===== src/common/mem_sys_macros.svh =====
// widths, boot RAM geometry and address map, included by the package and the RTL
`ifndef MEM_SYS_MACROS_SVH
`define MEM_SYS_MACROS_SVH

// master port
`define MEM_ADDR_W        32
`define MEM_DATA_W        64
`define MEM_STRB_W        (`MEM_DATA_W / 8)

// boot RAM geometry
`define BRAM_LINES        256
`define BRAM_LINE_OFFSET  3     // byte within a 64-bit line
`define BRAM_IDX_W        8     // log2 of BRAM_LINES

// address map, mask marks the ignored low bits
`define BRAM_BASE         (32'h0000_0000)
`define BRAM_MASK         (32'h0000_07ff)

`endif


===== src/common/mem_sys_pkg.sv =====
// request/response types and FSM states shared by the memory subsystem and its testbench
`include "mem_sys_macros.svh"

`default_nettype none

package mem_sys_pkg;

   typedef enum logic {
      MEM_READ  = 1'b0,
      MEM_WRITE = 1'b1
   } mem_op_e;

   // one line access from the master
   typedef struct packed {
      mem_op_e                 op;
      logic [`MEM_ADDR_W-1:0]  addr;
      logic [`MEM_DATA_W-1:0]  wdata;
      logic [`MEM_STRB_W-1:0]  strb;
   } mem_req_t;

   typedef struct packed {
      logic [`MEM_DATA_W-1:0]  rdata;
      logic                    err;    // decode error
   } mem_resp_t;

   // front end handshake
   typedef enum logic [1:0] {
      PORT_IDLE,
      PORT_BUSY,
      PORT_ACK
   } port_state_e;

   // RAM controller
   typedef enum logic {
      CTRL_IDLE,
      CTRL_READ_WAIT
   } ctrl_state_e;

endpackage

`default_nettype wire


===== src/logic/req_port.sv =====
// four-phase req/ack front end, captures one request and holds its response until req drops
`default_nettype none

module req_port
   import mem_sys_pkg::*;
(
   input  wire logic       mig_clk,
   input  wire logic       rst_i,

   // master side
   input  wire logic       req_i,
   input  wire mem_req_t   req_data_i,
   output logic            ack_o,
   output mem_resp_t       resp_o,

   // toward the router
   output logic            start_o,
   output mem_req_t        req_o,
   input  wire logic       done_i,
   input  wire mem_resp_t  resp_i
);

   port_state_e  state_q;
   logic         start_q;
   mem_req_t     req_q;
   mem_resp_t    resp_q;

   always_ff @(posedge mig_clk) begin
      if (rst_i) begin
         state_q <= PORT_IDLE;
         start_q <= 1'b0;
      end else begin
         start_q <= 1'b0;   // single cycle pulse
         unique case (state_q)
            PORT_IDLE: begin
               if (req_i) begin
                  start_q <= 1'b1;
                  state_q <= PORT_BUSY;
               end
            end
            PORT_BUSY: begin
               // miss can answer in the start cycle itself
               if (done_i) begin
                  state_q <= PORT_ACK;
               end
            end
            PORT_ACK: begin
               if (!req_i) begin   // wait for master to let go
                  state_q <= PORT_IDLE;
               end
            end
            default: state_q <= PORT_IDLE;
         endcase
      end
   end

   // request and response payload
   always_ff @(posedge mig_clk) begin
      if (state_q == PORT_IDLE && req_i) begin
         req_q <= req_data_i;
      end
      if (state_q == PORT_BUSY && done_i) begin
         resp_q <= resp_i;   // held for the whole ack phase
      end
   end

   assign start_o = start_q;
   assign req_o   = req_q;
   assign ack_o   = (state_q == PORT_ACK);
   assign resp_o  = resp_q;

endmodule

`default_nettype wire


===== config.mk =====
export PLATFORM = sky130hd
export DESIGN_NAME = req_port
export DESIGN_NICKNAME = d
export VERILOG_FILES = /design/src/common/mem_sys_pkg.sv /design/src/logic/req_port.sv
export VERILOG_INCLUDE_DIRS = /design/src /design/src/common
export SDC_FILE = /design/constraint.sdc
export NUM_CORES = 1
export LEC_CHECK = 0
export ABC_AREA = 1
export BUFFER_PORTS_ARGS = -buffer_cell sky130_fd_sc_hd__buf_4
export CAP_MARGIN = 10
export CORE_AREA = 2 2 133 135
export CTS_CLUSTER_SIZE = 24
export DETAILED_ROUTE_END_ITERATION = 12
export DIE_AREA = 0 0 135 137
export HOLD_SLACK_MARGIN = 0.03
export PLACE_DENSITY = 0.73
export SYNTH_ARGS = -nofsm -noshare
export SYNTH_HDL_FRONTEND = slang
export SYNTH_SLANG_ARGS = --single-unit

===== constraint.sdc =====
create_clock -name mig_clk -period 3.8 [get_ports mig_clk]
set_clock_uncertainty 0.15 [all_clocks]
set_input_delay 0.95 -clock mig_clk [delete_from_list [all_inputs] [get_ports mig_clk]]
set_output_delay 0.95 -clock mig_clk [all_outputs]
set_load 0.05 [all_outputs]

; Yosys cells after proc, flatten, opt, wreduce, memory -nomap -nowiden
; Cells that the tools add are included.
[word_totals]
reg_bits = 173
latch_bits = 0
ramBits = 0
mem_bits_ro = 0
input_bits = 174
elab_cells = 24
memories = 0
[classes]
add_sub_neg = 0
n_mul = 0
div_mod_pow = 0
magnitude_cmp = 0
eq_ne = 5
n_shift = 0
mux = 5
bitwise = 1
n_reduce_logical = 5
[op_table]
columns = cell, count
row1 = 2-to-1 mux 2 bit, 3
row2 = "!= test 2 bit, second input constant", 3
row3 = one-hot mux 2 bit (3 select lines), 1
row4 = AND reduction 3 bit, 1
row5 = "== test 2 x 1 -> 1 bit, second input constant", 1
row6 = "== test 2 bit, second input constant", 1
row7 = logical AND 1 bit, 2
row8 = zero test 2 bit, 1
row9 = OR reduction 2 bit, 1
row10 = 2-to-1 mux 1 bit, 1
row11 = NOT 1 bit, 1

; Logic depth before layout (Yosys ltp)
; Gate-level depths: netlist of the first run.
[depth]
depth_word = 3
mapped_depth = 3
depth_no_buf = 3

; Worst setup path after synthesis of the first run
; No wires, ideal clock.
[synth_timing]
path_type = input-to-reg
startpoint = input port req_i
endpoint = register req_q (netlist bit req_o[0]) (enable)
setup_time_ns = 0.459
arrival_ns = 3.080
required_time_ns = 3.191
setup_slack_ns = 0.112
cell_stages = 2
path_cell_list = nand2_1 inv_1
[synth_via]
elab_chain_cells = 1
[synth_rtl]
columns = element, line
row1 = "start, declared", req_port.sv:11  ; input wire logic req_i,
row2 = logical AND 1 bit, req_port.sv:59  ; if (state_q == PORT_IDLE && req_i) begin
row3 = "end signal, assigned", req_port.sv:60  ; req_q <= req_data_i;
row4 = "end, declared", req_port.sv:25  ; mem_req_t req_q;
; No other way between the ends.
; A chain may end at the register's enable or synchronous reset.

; Worst setup path in the final report of the first run
[layout_timing]
startpoint = register state_q[1]
endpoint = output port ack_o
[layout_via]
elab_chain_cells = 1
[layout_rtl]
columns = element, line
row1 = "start, declared", req_port.sv:23  ; port_state_e state_q;
row2 = "start signal, assigned", req_port.sv:30  ; state_q <= PORT_IDLE;
row3 = "start signal, assigned", req_port.sv:38  ; state_q <= PORT_BUSY;
row4 = "start signal, assigned", req_port.sv:44  ; state_q <= PORT_ACK;
row5 = == test 2 bit, req_port.sv:69  ; assign ack_o = (state_q == PORT_ACK);
row6 = "end, declared", req_port.sv:13  ; output logic ack_o,
; No other way between the ends.

==> impl_metrics.xml, run 1 <==
<?xml version="1.0" encoding="UTF-8"?>
<metrics>
  <group name="floorplanning">
    <metric name="die-area" unit="um2">18500</metric>
    <metric name="floorplan.die.height" unit="um">137</metric>
    <metric name="start_util" unit="">0.3070</metric>
    <metric name="num_rows" unit="">48</metric>
    <metric name="dieWidth" unit="um">135</metric>
    <metric name="count_of_pins_on_the_block_boundary" unit="">346</metric>
    <metric name="core" unit="um2">17060</metric>
  </group>
  <group name="critical_path">
    <metric name="timing.critical_path.to_type" unit="">output pin</metric>
    <metric name="path_max_fanout" unit="">3</metric>
    <metric name="critical_path_type" unit="">reg2out</metric>
    <metric name="timing.critical_path.arrival" unit="ps">1200</metric>
    <metric name="ff2ff_path_depth" unit="">3</metric>
    <metric name="setup.worst_path.start_class" unit="">flip-flop</metric>
    <metric name="worst_r2r_startpoint" unit="">state_q[0]</metric>
    <metric name="reg2reg_setup_slack" unit="ps">1990</metric>
    <metric name="required" unit="ps">2700</metric>
    <metric name="timing.rr.end" unit="">resp_o[28]</metric>
  </group>
  <group name="logic_synthesis">
    <metric name="ys_warn_count" unit="">0</metric>
    <metric name="top_cells_by_area_in_the_synthesized_netlist" unit="">sky130_fd_sc_hd__edfxtp_1, sky130_fd_sc_hd__dfxtp_1, sky130_fd_sc_hd__inv_1</metric>
    <metric name="synth.largest_area_cell" unit="">sky130_fd_sc_hd__edfxtp_1</metric>
    <metric name="mappedNetlistArea" unit="um2">5236</metric>
    <metric name="cell_count_after_synthesis" unit="">187</metric>
    <metric name="mappedNetlistNets" unit="">361</metric>
    <metric name="mean_syn_cell_area" unit="um2">28.00</metric>
    <metric name="synth_cell_type_count" unit="">9</metric>
    <metric name="synth_largest_type_area_fraction" unit="">0.9749</metric>
    <metric name="synth-seq-area-share" unit="">0.9864</metric>
    <metric name="ys_seq_elements" unit="">173</metric>
  </group>
  <group name="routing">
    <metric name="overall_routed_net_length" unit="mm">14.08</metric>
    <metric name="dr_total_vias" unit="">3299</metric>
    <metric name="route.detailed.wl_per_inst" unit="um">17.76</metric>
    <metric name="drc" unit="">0</metric>
    <metric name="firstDrtPassIters" unit="">4</metric>
    <metric name="post_drt_via_cell_ratio" unit="">4.160</metric>
    <metric name="drtAntennaViolNets" unit="">0</metric>
    <metric name="detailedRoute.firstIterationViolations" unit="">116</metric>
  </group>
  <group name="sta">
    <metric name="maxClockFrequency" unit="MHz">434.5</metric>
    <metric name="final.min_clock_period" unit="ps">2301</metric>
    <metric name="timing_hold_violations_final" unit="">0</metric>
    <metric name="fin_crit_sh" unit="">0.6056</metric>
    <metric name="final_report_setup_violation_count" unit="">0</metric>
    <metric name="worstMarginPinSlew" unit="ps">808.2</metric>
    <metric name="final.setup.tns" unit="ps">0</metric>
    <metric name="post-route-worst-setup-slack" unit="ps">1499</metric>
    <metric name="finalMaxSlewViolations" unit="">0</metric>
    <metric name="rsz0062_at_grt" unit="">no</metric>
    <metric name="fin_hold_ws" unit="ps">371.0</metric>
    <metric name="timing.slew.headroom" unit="">0.4612</metric>
  </group>
  <group name="cts">
    <metric name="clock_sinks" unit="">173</metric>
    <metric name="cts_resized" unit="">0</metric>
    <metric name="cts.clk_slew.worst_paths" unit="ps">60</metric>
    <metric name="tritoncts.num_buffers" unit="">17</metric>
    <metric name="clock_insertion_delay_worst_skew" unit="ps">410</metric>
    <metric name="cts-root-buf" unit="">sky130_fd_sc_hd__clkbuf_16</metric>
    <metric name="cts_htree_levels" unit="">4</metric>
    <metric name="tritoncts" unit="">done</metric>
    <metric name="cts_max_path_buffers" unit="">2</metric>
    <metric name="post-cts-setup-buffers" unit="">0</metric>
    <metric name="post_cts_hold_buffer_count" unit="">0</metric>
  </group>
  <group name="finish">
    <metric name="fill_cells" unit="">1440</metric>
    <metric name="antenna-diode-count" unit="">0</metric>
    <metric name="layout.core_utilization" unit="">0.5102</metric>
    <metric name="num-nets-final" unit="">729</metric>
    <metric name="area_growth_syn_to_layout" unit="%">66.19</metric>
    <metric name="proportion_of_layout_cells_with_a_drive_suffix_above_1" unit="">0.6708</metric>
    <metric name="stdcell_area" unit="um2">8702</metric>
    <metric name="finish.cell_count_without_fillers" unit="">793</metric>
  </group>
  <group name="grt">
    <metric name="grt_max_degree" unit="">66</metric>
    <metric name="grt_pass1_vias" unit="">3473</metric>
    <metric name="globalRouteTotalUtil" unit="">0.1446</metric>
    <metric name="grt_antenna_before_repair" unit="">0</metric>
    <metric name="grt_overflow_total" unit="">0</metric>
    <metric name="grt_first_pass_wirelength" unit="mm">19.37</metric>
  </group>
  <group name="pwr">
    <metric name="total_leakage_power" unit="nW">3.599</metric>
    <metric name="post-layout-total-power" unit="mW">4.627</metric>
    <metric name="p_per_area" unit="nW/um2">531.7</metric>
    <metric name="irDropWorstVdd" unit="mV">0.2846</metric>
  </group>
  <group name="worst_hold_path">
    <metric name="capture_endpoint_of_the_worst_hold_path" unit="">state_q[1]</metric>
    <metric name="worst_hold_path_type" unit="">reg2reg</metric>
    <metric name="hold_depth" unit="">2</metric>
    <metric name="min-delay-start" unit="">state_q[1]</metric>
  </group>
  <group name="placed_design">
    <metric name="placed_cells" unit="">761</metric>
    <metric name="dp_hpwl" unit="mm">11.03</metric>
    <metric name="port_buffers" unit="">345</metric>
    <metric name="place_congestion" unit="">0.8580</metric>
    <metric name="place_area" unit="um2">8153</metric>
    <metric name="pre_cts_slack" unit="ps">1391</metric>
  </group>
  <group name="status">
    <metric name="status" unit="">finished, final reports clean</metric>
  </group>
  <group name="job">
    <metric name="max-cap-violations" unit="">0</metric>
  </group>
</metrics>
-- synth_stat cells, drive strengths merged --
cell type / n
a21oi: 1
dfxtp: 3
edfxtp: 170
inv: 4
nand2: 1
nand3: 3
nor2: 4
o21ai: 1
-- critical path, stage by stage, from the launching register on --
cell,delay [ps]
sky130_fd_sc_hd__dfxtp_1,350
sky130_fd_sc_hd__inv_1,90
sky130_fd_sc_hd__nor2_1,130
sky130_fd_sc_hd__buf_4,220
-- sequential cells by signal (all words and copies together), names as in the netlist --
register	flops
req_o	105
resp_o	65
start_o	1
state_q	2
-- power by group --
group          internal [mW]  switching [mW]  leakage, nW
Sequential              2.24          0.0343         1.62
Combinational          0.247           0.500         1.72
Clock                  0.908           0.701        0.257
Total                   3.39            1.24         3.60
-- metal layers --
metal	vias to the layer above	wire length (um)	GRT usage	share of wire
met1	1625	5240	0.1669	0.37
met3	15	1038	0.04815	0.074
li1	1484	-	-	-
met2	175	7549	0.2490	0.54
met5	-	0	0	0
met4	0	253	0.05845	0.018
-- layout by cell type, fill, tap and decap left out, drive strengths merged --
cell type / n
buf: 349
edfxtp: 170
clkbuf: 20
inv: 8
nor2: 4
clkinv: 4
clkinvlp: 3
dfxtp: 3
nand3: 3
nand2: 1
o21ai: 1
a21oi: 1
bufinv: 1
-- worst max path at each step --
stage,end,from,depth (start not counted),slack (ps)
5_1_grt,ack_o,state_q[1],3,1430
2_1_floorplan,req_o[0],req_i,2,110
3_3_place_gp,req_o[54],req_i,4,1420
4_1_cts,ack_o,state_q[1],3,1490
6_report,ack_o,state_q[1],3,1500
3_5_place_dp,req_o[100],req_i,4,1390
-- final cells by class --
cell class / instances / area, um2 / share of cell area
sequential: 173 / 5165 / 0.5935
clock inverter: 12 / 112.6 / 0.01294
inverter: 4 / 17.52 / 0.002013
timing repair buffer: 349 / 2633 / 0.3025
clock buffer: 20 / 436.7 / 0.05018
multi-input combinational: 10 / 56.30 / 0.006470
tap: 225 / 281.5 / 0.03235
-- logic make-up (layout without fill, tap and decap cells) --
group | count (synthesis) | count (layout) | synth area share
flip-flops | 173 | 173 | 0.9864
buffers and inverters | 4 | 385 | 0.002867
AO/OA/AOI/OAI | 2 | 2 | 0.003346
AND/OR/NAND/NOR | 8 | 8 | 0.007406
Note: power is estimated with default switching activity, not from simulation.
==> inputs of run 2 (changes only) <==
--- a/config.mk
+++ b/config.mk
@@ -9,12 +9,12 @@
 export ABC_AREA = 1
 export BUFFER_PORTS_ARGS = -buffer_cell sky130_fd_sc_hd__buf_4
 export CAP_MARGIN = 10
-export CORE_AREA = 2 2 133 135
+export CORE_AREA = 2 2 136 138
 export CTS_CLUSTER_SIZE = 24
 export DETAILED_ROUTE_END_ITERATION = 12
-export DIE_AREA = 0 0 135 137
+export DIE_AREA = 0 0 138 140
 export HOLD_SLACK_MARGIN = 0.03
-export PLACE_DENSITY = 0.73
+export PLACE_DENSITY = 0.69
 export SYNTH_ARGS = -nofsm -noshare
 export SYNTH_HDL_FRONTEND = slang
 export SYNTH_SLANG_ARGS = --single-unit
==> constraint.sdc (replaced) <==
create_clock -name mig_clk -period 2.2 [get_ports mig_clk]
set_clock_uncertainty 0.15 [all_clocks]
set_input_delay 0.55 -clock mig_clk [delete_from_list [all_inputs] [get_ports mig_clk]]
set_output_delay 0.55 -clock mig_clk [all_outputs]
set_load 0.05 [all_outputs]
==> run 2 against run 1 <==
First-iteration DRC count fell by 29%. Final area rose by 0.49%. Sequential share of layout area fell by 0.29 points. Hold slack got worse by 220 ps. Global-route usage rose by 0.17 points. Cell count rose by 0.76%. Total power rose by 72%. Core utilization fell by 1.8 points. Clock power rose by 71%. Flip-flop and latch count did not move. Critical path depth did not move. Via count fell by 1.5%. Critical endpoint unchanged.
==> impl_metrics.xml, run 2 (synthesized netlist as in run 1, its figures left out) <==
<?xml version="1.0" encoding="UTF-8"?>
<metrics>
  <group name="routing">
    <metric name="route.detailed.wl_per_inst" unit="um">17.90</metric>
    <metric name="dr_total_vias" unit="">3251</metric>
    <metric name="drc" unit="">0</metric>
    <metric name="overall_routed_net_length" unit="mm">14.30</metric>
    <metric name="detailedRoute.firstIterationViolations" unit="">82</metric>
    <metric name="drtAntennaViolNets" unit="">0</metric>
    <metric name="post_drt_via_cell_ratio" unit="">4.069</metric>
    <metric name="firstDrtPassIters" unit="">4</metric>
  </group>
  <group name="cts">
    <metric name="post_cts_hold_buffer_count" unit="">0</metric>
    <metric name="cts_resized" unit="">0</metric>
    <metric name="clock_sinks" unit="">173</metric>
    <metric name="cts.clk_slew.worst_paths" unit="ps">70</metric>
    <metric name="clock_insertion_delay_worst_skew" unit="ps">410</metric>
    <metric name="post-cts-setup-buffers" unit="">0</metric>
    <metric name="cts_htree_levels" unit="">4</metric>
    <metric name="tritoncts.num_buffers" unit="">17</metric>
    <metric name="cts_max_path_buffers" unit="">2</metric>
    <metric name="tritoncts" unit="">done</metric>
    <metric name="cts-root-buf" unit="">sky130_fd_sc_hd__clkbuf_16</metric>
  </group>
  <group name="grt">
    <metric name="globalRouteTotalUtil" unit="">0.1463</metric>
    <metric name="grt_overflow_total" unit="">0</metric>
    <metric name="grt_first_pass_wirelength" unit="mm">20.97</metric>
    <metric name="grt_pass1_vias" unit="">3620</metric>
    <metric name="grt_antenna_before_repair" unit="">1</metric>
    <metric name="grt_max_degree" unit="">80</metric>
  </group>
  <group name="finish">
    <metric name="proportion_of_layout_cells_with_a_drive_suffix_above_1" unit="">0.6766</metric>
    <metric name="num-nets-final" unit="">730</metric>
    <metric name="most-common-layout-cells" unit="">sky130_fd_sc_hd__buf_4, sky130_fd_sc_hd__edfxtp_1, sky130_fd_sc_hd__clkbuf_16, sky130_fd_sc_hd__clkinvlp_4, sky130_fd_sc_hd__clkinv_4</metric>
    <metric name="largest_register_ff_count" unit="">105</metric>
    <metric name="stdcell_area" unit="um2">8745</metric>
    <metric name="commonest_non_fill_non_tap_cell_in_the_layout" unit="">sky130_fd_sc_hd__buf_4</metric>
    <metric name="area_growth_syn_to_layout" unit="%">67.00</metric>
    <metric name="finish.cell_count_without_fillers" unit="">799</metric>
  </group>
  <group name="critical_path">
    <metric name="ff2ff_path_depth" unit="">4</metric>
    <metric name="worst_r2r_startpoint" unit="">state_q[0]</metric>
    <metric name="required" unit="ps">1500</metric>
    <metric name="startpoint_of_the_worst_setup_timing_path" unit="">state_q[1]</metric>
    <metric name="path_max_fanout" unit="">3</metric>
    <metric name="timing.rr.end" unit="">req_o[99]</metric>
    <metric name="reg2reg_setup_slack" unit="ps">480</metric>
    <metric name="timing.critical_path.arrival" unit="ps">1150</metric>
    <metric name="timing.critical_path.to_type" unit="">output pin</metric>
    <metric name="critical_path_type" unit="">reg2out</metric>
    <metric name="setup.worst_path.start_class" unit="">flip-flop</metric>
  </group>
  <group name="sta">
    <metric name="final.min_clock_period" unit="ps">1846</metric>
    <metric name="finalMaxSlewViolations" unit="">0</metric>
    <metric name="rsz0062_at_grt" unit="">no</metric>
    <metric name="final_report_setup_violation_count" unit="">0</metric>
    <metric name="fin_hold_ws" unit="ps">152.1</metric>
    <metric name="maxClockFrequency" unit="MHz">541.8</metric>
    <metric name="final.setup.tns" unit="ps">0</metric>
    <metric name="fin_crit_sh" unit="">0.8390</metric>
    <metric name="timing_hold_violations_final" unit="">0</metric>
    <metric name="timing.slew.headroom" unit="">0.7230</metric>
    <metric name="worstMarginPinSlew" unit="ps">415.5</metric>
  </group>
  <group name="floorplanning">
    <metric name="die-area" unit="um2">19320</metric>
    <metric name="start_util" unit="">0.2945</metric>
    <metric name="floorplan.die.height" unit="um">140</metric>
    <metric name="core" unit="um2">17780</metric>
    <metric name="dieWidth" unit="um">138</metric>
    <metric name="count_of_pins_on_the_block_boundary" unit="">346</metric>
    <metric name="num_rows" unit="">49</metric>
  </group>
  <group name="pwr">
    <metric name="p_per_area" unit="nW/um2">910.5</metric>
    <metric name="irDropWorstVdd" unit="mV">0.4845</metric>
    <metric name="post-layout-total-power" unit="mW">7.962</metric>
    <metric name="total_leakage_power" unit="nW">3.597</metric>
  </group>
  <group name="status">
    <metric name="status" unit="">finished, final reports clean</metric>
  </group>
  <group name="placed_design">
    <metric name="place_congestion" unit="">0.8443</metric>
    <metric name="port_buffers" unit="">345</metric>
    <metric name="dp_hpwl" unit="mm">11.35</metric>
    <metric name="place_area" unit="um2">8199</metric>
    <metric name="placed_cells" unit="">766</metric>
  </group>
  <group name="worst_hold_path">
    <metric name="worst_hold_path_type" unit="">in2reg</metric>
    <metric name="capture_endpoint_of_the_worst_hold_path" unit="">resp_o[42]</metric>
    <metric name="hold_depth" unit="">1</metric>
    <metric name="min-delay-start" unit="">resp_i[42]</metric>
  </group>
  <group name="job">
    <metric name="max-cap-violations" unit="">0</metric>
  </group>
</metrics>
[run 2: worst max-delay path by stage]
| stage | end | slack [ps] | depth (start not counted) |
|---|---|---|---|
| final | ack_o | 350 | 3 |
| after global routing | ack_o | 260 | 3 |
| after CTS | ack_o | 330 | 3 |
| after detailed placement | resp_o[26] | 430 | 4 |
| after global placement | resp_o[17] | 460 | 4 |
| after floorplan | req_o[0] | -480 | 2 |
[run 2: metal layers]
| metal | routed length (um) | track usage | vias to the layer above |
|---|---|---|---|
| li1 | - | - | 1489 |
| met2 | 7375 | 0.2501 | 231 |
| met4 | 264 | 0.05478 | 0 |
| met1 | 5105 | 0.1551 | 1515 |
| met5 | 0 | 0 | - |
| met3 | 1556 | 0.07521 | 16 |
[run 2: final cells by class]
cell class	count	area, um2
Clock buffer	20	436.7
Inverter	4	22.52
Clock inverter	12	106.4
Sequential cell	173	5165
Timing Repair Buffer	350	2653
Tap cell	229	286.5
Multi-Input combinational cell	10	72.57
Antenna cell	1	2.502
Fill cell	1516	9035
[run 2: power by group]
part           internal (mW)  leakage, nW  switching [mW]
registers               3.86         1.62          0.0577
logic                  0.432         1.72           0.866
clock network           1.48        0.255            1.27
total                   5.77         3.60            2.19
[run 2: critical path: stages (launching register included)]
cell and delay (ps):
sky130_fd_sc_hd__dfxtp_1 360, sky130_fd_sc_hd__inv_1 80, sky130_fd_sc_hd__nor2_1 90, sky130_fd_sc_hd__buf_4 200
[run 2: through the flow]
step / setup WS [ps] / utilization
6_report: 354.2 / 0.4918
3_5_place_dp: 425.8 / 0.4612
3_3_place_gp: 463.1 / 0.4612
5_1_grt: 262.2 / 0.4917
4_1_cts: 331.7 / 0.4917
2_1_floorplan: -480.3 / -
